==> config.mk <==
export PLATFORM = sky130hd
export DESIGN_NAME = w_buffer_top
export DESIGN_NICKNAME = d
export VERILOG_FILES = /design/src/w_buffer_pkg.sv /design/src/w_buffer_top.sv /design/src/w_burst_ctrl.sv /design/src/w_stream_fifo.sv
export SDC_FILE = /design/constraint.sdc
export NUM_CORES = 1
export LEC_CHECK = 0
export ABC_AREA = 1
export BUFFER_PORTS_ARGS = -buffer_cell sky130_fd_sc_hd__buf_2
export CAP_MARGIN = 20
export CORE_ASPECT_RATIO = 0.7
export CORE_MARGIN = 5
export CORE_UTILIZATION = 36
export CTS_BUF_LIST = sky130_fd_sc_hd__clkbuf_4
export DETAILED_ROUTE_END_ITERATION = 6
export PLACE_DENSITY = 0.56
export SLEW_MARGIN = 20
export SYNTH_ARGS = -nofsm -noshare
export SYNTH_HDL_FRONTEND = slang
export SYNTH_SLANG_ARGS = --single-unit
==> constraint.sdc <==
create_clock -name axi4_aclk -period 4.8 [get_ports axi4_aclk]
set_clock_uncertainty 0.1 [all_clocks]
set_input_delay 0.48 -clock axi4_aclk [delete_from_list [all_inputs] [get_ports axi4_aclk]]
set_output_delay 0.48 -clock axi4_aclk [all_outputs]
set_load 0.01 [all_outputs]
==> src/w_buffer_pkg.sv <==
// Channel widths, W beat and L1 decision structs, burst action and controller state enums
package w_buffer_pkg;

  // AXI channel widths shared by the beat and decision structs
  localparam int AXI_DATA_WIDTH = 32;
  localparam int AXI_ID_WIDTH   = 4;
  localparam int AXI_USER_WIDTH = 4;

  // One W beat as it sits in the input FIFO
  // Strobe carries one bit per data byte
  typedef struct packed {
    logic [AXI_DATA_WIDTH-1:0]   data;
    logic [AXI_DATA_WIDTH/8-1:0] strb;
    logic [AXI_USER_WIDTH-1:0]   user;
    logic                        last;
  } w_beat_t;

  // Fate of one write burst as decided by the L1 TLB
  typedef enum logic {
    W_ACCEPT = 1'b0,
    W_DROP   = 1'b1
  } w_action_e;

  // One translation result, queued until its burst has drained
  typedef struct packed {
    w_action_e               action;
    logic                    master;
    logic [AXI_ID_WIDTH-1:0] id;
    logic                    prefetch;
    logic                    hit;
  } l1_decision_t;

  // Output controller state
  // BURST_PASS forwards or swallows beats, DROP_NOTIFY waits on the B sender
  typedef enum logic {
    BURST_PASS  = 1'b0,
    DROP_NOTIFY = 1'b1
  } burst_state_e;

endpackage

==> src/w_buffer_top.sv <==
// Top level of the W buffer with beat FIFO, decision FIFO and burst controller
`timescale 1ns/100ps

module w_buffer_top #(
  parameter int BEAT_DEPTH     = 4,
  parameter int DECISION_DEPTH = 8
) (
  input  logic                                      axi4_aclk,
  input  logic                                      axi4_arstn,

  // L1 TLB decisions
  input  logic                                      l1_accept_i,
  input  logic                                      l1_drop_i,
  input  logic                                      l1_master_i,
  input  logic [w_buffer_pkg::AXI_ID_WIDTH-1:0]     l1_id_i,
  input  logic                                      l1_prefetch_i,
  input  logic                                      l1_hit_i,
  output logic                                      l1_done_o,
  output logic                                      input_stall_o,

  // Slave W channel
  input  logic [w_buffer_pkg::AXI_DATA_WIDTH-1:0]   s_axi4_wdata_i,
  input  logic [w_buffer_pkg::AXI_DATA_WIDTH/8-1:0] s_axi4_wstrb_i,
  input  logic [w_buffer_pkg::AXI_USER_WIDTH-1:0]   s_axi4_wuser_i,
  input  logic                                      s_axi4_wlast_i,
  input  logic                                      s_axi4_wvalid_i,
  output logic                                      s_axi4_wready_o,

  // Master W channel
  output logic [w_buffer_pkg::AXI_DATA_WIDTH-1:0]   m_axi4_wdata_o,
  output logic [w_buffer_pkg::AXI_DATA_WIDTH/8-1:0] m_axi4_wstrb_o,
  output logic [w_buffer_pkg::AXI_USER_WIDTH-1:0]   m_axi4_wuser_o,
  output logic                                      m_axi4_wlast_o,
  output logic                                      m_axi4_wvalid_o,
  input  logic                                      m_axi4_wready_i,

  // Master routing and B sender
  output logic                                      master_select_o,
  output logic                                      b_drop_o,
  input  logic                                      b_done_i,
  output logic [w_buffer_pkg::AXI_ID_WIDTH-1:0]     id_o,
  output logic                                      prefetch_o,
  output logic                                      hit_o
);

  import w_buffer_pkg::*;

  w_beat_t      s_beat;
  w_beat_t      fifo_beat;
  logic         fifo_beat_valid;
  logic         fifo_beat_ready;
  w_beat_t      m_beat;

  l1_decision_t l1_decision;
  l1_decision_t head_decision;
  logic         l1_req;
  logic         dec_push_ready;
  logic         head_valid;
  logic         head_pop;

  assign s_beat = '{data: s_axi4_wdata_i, strb: s_axi4_wstrb_i,
                    user: s_axi4_wuser_i, last: s_axi4_wlast_i};

  // Accept has priority if both strobes are seen
  assign l1_req      = l1_accept_i | l1_drop_i;
  assign l1_decision = '{action:   (l1_accept_i ? W_ACCEPT : W_DROP),
                         master:   l1_master_i,
                         id:       l1_id_i,
                         prefetch: l1_prefetch_i,
                         hit:      l1_hit_i};

  assign l1_done_o     = l1_req & dec_push_ready;
  assign input_stall_o = ~dec_push_ready;

  w_stream_fifo #(
    .DEPTH  (BEAT_DEPTH),
    .elem_t (w_beat_t)
  ) u_beat_fifo (
    .axi4_aclk    (axi4_aclk),
    .axi4_arstn   (axi4_arstn),
    .push_data_i  (s_beat),
    .push_valid_i (s_axi4_wvalid_i),
    .push_ready_o (s_axi4_wready_o),
    .pop_data_o   (fifo_beat),
    .pop_valid_o  (fifo_beat_valid),
    .pop_ready_i  (fifo_beat_ready)
  );

  w_stream_fifo #(
    .DEPTH  (DECISION_DEPTH),
    .elem_t (l1_decision_t)
  ) u_decision_fifo (
    .axi4_aclk    (axi4_aclk),
    .axi4_arstn   (axi4_arstn),
    .push_data_i  (l1_decision),
    .push_valid_i (l1_req),
    .push_ready_o (dec_push_ready),
    .pop_data_o   (head_decision),
    .pop_valid_o  (head_valid),
    .pop_ready_i  (head_pop)
  );

  w_burst_ctrl u_burst_ctrl (
    .axi4_aclk        (axi4_aclk),
    .axi4_arstn       (axi4_arstn),
    .beat_i           (fifo_beat),
    .beat_valid_i     (fifo_beat_valid),
    .beat_ready_o     (fifo_beat_ready),
    .decision_i       (head_decision),
    .decision_valid_i (head_valid),
    .decision_pop_o   (head_pop),
    .m_beat_o         (m_beat),
    .m_valid_o        (m_axi4_wvalid_o),
    .m_ready_i        (m_axi4_wready_i),
    .master_select_o  (master_select_o),
    .b_drop_o         (b_drop_o),
    .b_done_i         (b_done_i),
    .id_o             (id_o),
    .prefetch_o       (prefetch_o),
    .hit_o            (hit_o)
  );

  assign m_axi4_wdata_o = m_beat.data;
  assign m_axi4_wstrb_o = m_beat.strb;
  assign m_axi4_wuser_o = m_beat.user;
  assign m_axi4_wlast_o = m_beat.last;

endmodule

==> src/w_burst_ctrl.sv <==
// Output controller that forwards or discards W bursts and runs the B-sender drop handshake
`timescale 1ns/100ps

module w_burst_ctrl (
  input  logic                                    axi4_aclk,
  input  logic                                    axi4_arstn,

  // Beats from the input FIFO
  input  w_buffer_pkg::w_beat_t                   beat_i,
  input  logic                                    beat_valid_i,
  output logic                                    beat_ready_o,

  // Head of the decision FIFO
  input  w_buffer_pkg::l1_decision_t              decision_i,
  input  logic                                    decision_valid_i,
  output logic                                    decision_pop_o,

  // Master W channel
  output w_buffer_pkg::w_beat_t                   m_beat_o,
  output logic                                    m_valid_o,
  input  logic                                    m_ready_i,
  output logic                                    master_select_o,

  // B sender
  output logic                                    b_drop_o,
  input  logic                                    b_done_i,
  output logic [w_buffer_pkg::AXI_ID_WIDTH-1:0]   id_o,
  output logic                                    prefetch_o,
  output logic                                    hit_o
);

  import w_buffer_pkg::*;

  burst_state_e state_q;
  burst_state_e state_d;

  always_ff @(posedge axi4_aclk or negedge axi4_arstn) begin
    if (!axi4_arstn) begin
      state_q <= BURST_PASS;
    end else begin
      state_q <= state_d;
    end
  end

  always_comb begin
    state_d        = state_q;
    m_beat_o       = '0;
    m_valid_o      = 1'b0;
    beat_ready_o   = 1'b0;
    decision_pop_o = 1'b0;

    // Beats only move once their burst has a decision
    if (decision_valid_i) begin
      if (decision_i.action == W_ACCEPT) begin
        // Pass the beat straight through to the master
        if (beat_valid_i) begin
          m_beat_o = beat_i;
        end
        m_valid_o      = beat_valid_i;
        beat_ready_o   = m_ready_i;
        decision_pop_o = beat_valid_i & m_ready_i & beat_i.last;
      end else if (state_q == BURST_PASS) begin
        // Swallow the burst, then tell the B sender
        beat_ready_o = 1'b1;
        if (beat_valid_i && beat_i.last) begin
          state_d = DROP_NOTIFY;
        end
      end else begin
        // Hold the drop request until the B sender is done
        if (b_done_i) begin
          decision_pop_o = 1'b1;
          state_d        = BURST_PASS;
        end
      end
    end
  end

  assign b_drop_o = (state_q == DROP_NOTIFY);

  // Routing and response fields follow the head decision
  assign master_select_o = decision_i.master;
  assign id_o            = decision_i.id;
  assign prefetch_o      = decision_i.prefetch;
  assign hit_o           = decision_i.hit;

endmodule

==> src/w_stream_fifo.sv <==
// Register-based valid/ready FIFO with configurable depth and element type
`timescale 1ns/100ps

module w_stream_fifo #(
  parameter int  DEPTH  = 4,
  parameter type elem_t = logic [7:0]
) (
  input  logic  axi4_aclk,
  input  logic  axi4_arstn,

  // Write side
  input  elem_t push_data_i,
  input  logic  push_valid_i,
  output logic  push_ready_o,

  // Read side, head element straight from the register array
  output elem_t pop_data_o,
  output logic  pop_valid_o,
  input  logic  pop_ready_i
);

  localparam int PTR_W = (DEPTH > 1) ? $clog2(DEPTH) : 1;
  localparam int CNT_W = $clog2(DEPTH + 1);

  elem_t            mem_q [DEPTH];
  logic [PTR_W-1:0] wr_ptr_q;
  logic [PTR_W-1:0] rd_ptr_q;
  logic [CNT_W-1:0] count_q;
  logic             push_fire;
  logic             pop_fire;

  // Advance a pointer, wrapping at the last slot
  function automatic logic [PTR_W-1:0] next_ptr(input logic [PTR_W-1:0] ptr);
    if (ptr == PTR_W'(DEPTH - 1)) begin
      return '0;
    end
    return ptr + 1'b1;
  endfunction

  assign push_ready_o = (count_q != CNT_W'(DEPTH));
  assign pop_valid_o  = (count_q != '0);
  assign pop_data_o   = mem_q[rd_ptr_q];

  assign push_fire = push_valid_i & push_ready_o;
  assign pop_fire  = pop_valid_o & pop_ready_i;

  // Pointers and occupancy
  always_ff @(posedge axi4_aclk or negedge axi4_arstn) begin
    if (!axi4_arstn) begin
      wr_ptr_q <= '0;
      rd_ptr_q <= '0;
      count_q  <= '0;
    end else begin
      if (push_fire) begin
        wr_ptr_q <= next_ptr(wr_ptr_q);
      end
      if (pop_fire) begin
        rd_ptr_q <= next_ptr(rd_ptr_q);
      end
      case ({push_fire, pop_fire})
        2'b10:   count_q <= count_q + 1'b1;
        2'b01:   count_q <= count_q - 1'b1;
        default: count_q <= count_q;
      endcase
    end
  end

  // Storage
  always_ff @(posedge axi4_aclk) begin
    if (push_fire) begin
      mem_q[wr_ptr_q] <= push_data_i;
    end
  end

endmodule
==> impl_results.md <==
- Die X: 211 um
- Crit share post-route: 79.7%
- Drt via density: 4.69
- # Max-Cap Violations: 0
- P_leak: 4.67 nW
- CP startpoint kind: flop
- Hold Fails Final Rpt: 0
- Wire length per cell: 16.0 um
- Mean Syn Cell Area: 12.3 um^2
- Routed WL: 22.9 mm
- Synth top area share: 67.2%
- Final setup vio count: 0
- Worst slew margin: 30.4%
- Root Driver: clkbuf_4
- Drt drc: 0
- Top_reg_cell synth: edfxtp_1
- Mapped Cells: 826
- RSZ-0062 raised after global routing: no
- Setup Fix Bufs, Post-CTS: 0
- TritonCTS buffer count: 61
- Status: finished clean
- Clock Tree Buf Depth: 3
- Sink Count: 246
- CP endpoint kind: primary output
- Post-synth ARST share: 7.32%
- Max Fanout on Critical Path: 42
- Initial core utilization: 36.6%
- Largest net degree at the start of global routing: 51
- Setup crit start: u_decision_fifo.rd_ptr_q[0]$_DFFE_PN0P_
- Slew Limit Fails: 0
- Vias in the first global route: 6662
- Critical Path AT: 3.25 ns
- I/O pin cnt: 108
- Die area: 31800 um^2
- Worst hold margin: 0.104 ns
- Synth warnings: 0
- Largest cells by area after synthesis: edfxtp_1 (67%), nor2_1 (8.4%), o21ai_0 (4.7%), dfrtp_1 (4.4%), a21oi_2 (3.3%)
- Fin nets: 1083
- Final Critical Period: 3.83 ns
- Layout cells sized above 1: 25.4%
- R2R setup slack: 1.59 ns
- Routed Antenna Nets: 0
- Worst slew pin tran: 1.04 ns
- CTS resizes: 0
- CP Class: flop to primary output
- P&R area growth vs syn: 21.3%
- First DRT Iteration DRCs: 343
- TritonCTS clock tree: done
- Clock Pin Slew Worst Setup and Hold Paths: 0.07 ns
- Worst EP required: 4.22 ns
- Seq/Total Area, Yosys: 71.6%
- Rows: 51
- Layout fillers: 2586
- Total number of vias: 6722
- Core footprint: 27800 um^2
- Post-synthesis cell type count: 32
- # port buffers: 107
- R2R Path End: u_decision_fifo.count_q[2]$_DFFE_PN0P_
- Critical R2R Launch: u_beat_fifo.rd_ptr_q[0]$_DFFE_PN0P_
- Yosys reg bits: 246
- R2R depth: 16
- H-Tree Depth: 2
- Hold WC Path Type: primary input to flop
- Post-detailed-placement half-perimeter wirelength: 13.5 mm
- Post-synth EDFFs: 228
- Total gr overflow: 0
- Area leader, netlist: edfxtp_1
- Worst-Skew Late Latency: 0.69 ns
- GPL Wtd Cong: 0.704
- Post-Syn Area: 10200 um^2
- Post-synth net total: 895
- Max Freq: 0.261 GHz
- Antenna violations before repair: 1
- Power per cell area: 632 nW/um^2
- CTS hold repair buffers: 49
- Critical path endpoint: m_axi4_wlast_o
- Peak VDD IR: 0.375 mV
- Post-Route Setup TNS: 0 ns
- Die Height: 151 um
- Total GRT Usage: 14.4%
- First-pass iteration count of the detailed router: 4
- First-pass GRT wire length: 36.1 mm
==> worst min path at each step <==
stage                               start                                      end  cells after the start
final                         l1_accept_i    u_decision_fifo.mem_q[3][7]$_DFFE_PP_                      2
after global routing          l1_accept_i    u_decision_fifo.mem_q[3][7]$_DFFE_PP_                      2
after CTS                 m_axi4_wready_i      u_beat_fifo.rd_ptr_q[0]$_DFFE_PN0P_                      5
after detailed placement       axi4_arstn  u_decision_fifo.wr_ptr_q[1]$_DFFE_PN0P_                      1
after global placement         axi4_arstn   u_decision_fifo.count_q[0]$_DFFE_PN0P_                      1
after floorplan                axi4_arstn       u_beat_fifo.count_q[0]$_DFFE_PN0P_                      0
==> Yosys cell counts (8+ instances only) <==
cell and count:
nor2_1 228, inv_1 34, clkbuf_1 18, edfxtp_1 228
nand3_1 14, dfrtp_1 18, o21ai_0 95, buf_2 11
a21oi_2 38, a21oi_1 8, ha_1 13, o32ai_1 14
nand2_1 62
==> worst max-delay path, cell delays in order (launching register included) <==
cell	delay (ns)
dfrtp_1	0.36
buf_4	0.25
inv_2	0.46
nand2_1	0.10
nand3_1	0.11
nand3_2	0.13
nand2_2	0.15
nand2_4	0.44
nor2_1	0.38
buf_2	0.19
==> layout make-up <==
type	count	area, um^2	share of cell area [%]
inverter	38	143	1.16
clock buffer	94	706	5.71
sequential	246	7300	59.1
clock inverter	15	87.6	0.709
antenna	1	2.50	0.0203
multi-input combinational	501	2550	20.6
tap	371	464	3.76
timing repair buffer	166	1100	8.92
==> flip-flops by register name (all words and copies together), names as in the netlist <==
register,flops
u_beat_fifo.mem_q,164
u_decision_fifo.mem_q,64
u_decision_fifo.count_q,4
u_beat_fifo.count_q,3
u_decision_fifo.rd_ptr_q,3
u_decision_fifo.wr_ptr_q,3
u_beat_fifo.rd_ptr_q,2
u_beat_fifo.wr_ptr_q,2
u_burst_ctrl.b_drop_o,1
==> per-stage QoR <==
step                setup slack (ns)  std cells  util [%]  area, um^2  power (mW)
detailed placement              1.52       1273      39.8       11100        6.12
floorplan                       1.76        826         -       10200        5.19
global route                   0.670       1432      44.4       12300        8.43
global placement                1.60       1273      39.8       11100        6.09
CTS                            0.819       1431      44.4       12300        7.94
finish                         0.972       1432      44.4       12300        7.81
==> cell usage in the layout, fill, tap and decap left out, types with 5 or more instances in the layout <==
cell	synthesis	final
a21oi_1	8	8
a21oi_2	38	38
buf_2	11	107
buf_4	6	10
clkbuf_4	0	94
clkinv_1	0	13
dfrtp_1	18	17
dlygate4sd3_1	0	49
edfxtp_1	228	228
ha_1	13	13
inv_1	34	34
nand2_1	62	62
nand3_1	14	14
nor2_1	228	224
nor2_4	1	5
o21ai_0	95	95
o21ai_1	5	5
o32ai_1	14	14
==> kinds of logic after synthesis <==
group | share of synthesized area (%)
compound gates | 10.0
xor+xnor | 0.430
fa+ha+maj | 1.79
buf+inv | 3.64
flops | 71.6
simple gates | 12.5
==> where the power goes <==
group / leakage (nW) / internal (mW) / switching [mW]
clock network: 0.471 / 0.939 / 0.815
registers: 2.30 / 2.86 / 0.220
logic: 1.90 / 0.975 / 2.00
==> routing by layer <==
metal / vias up / GRT usage [%] / wire (um)
li1: 3314 / - / -
met1: 3181 / 20.4 / 10600
met2: 187 / 22.2 / 10400
met3: 40 / 3.29 / 1510
met4: 0 / 4.70 / 405
met5: - / 0 / 0
Power figures use the tool's default switching activity.
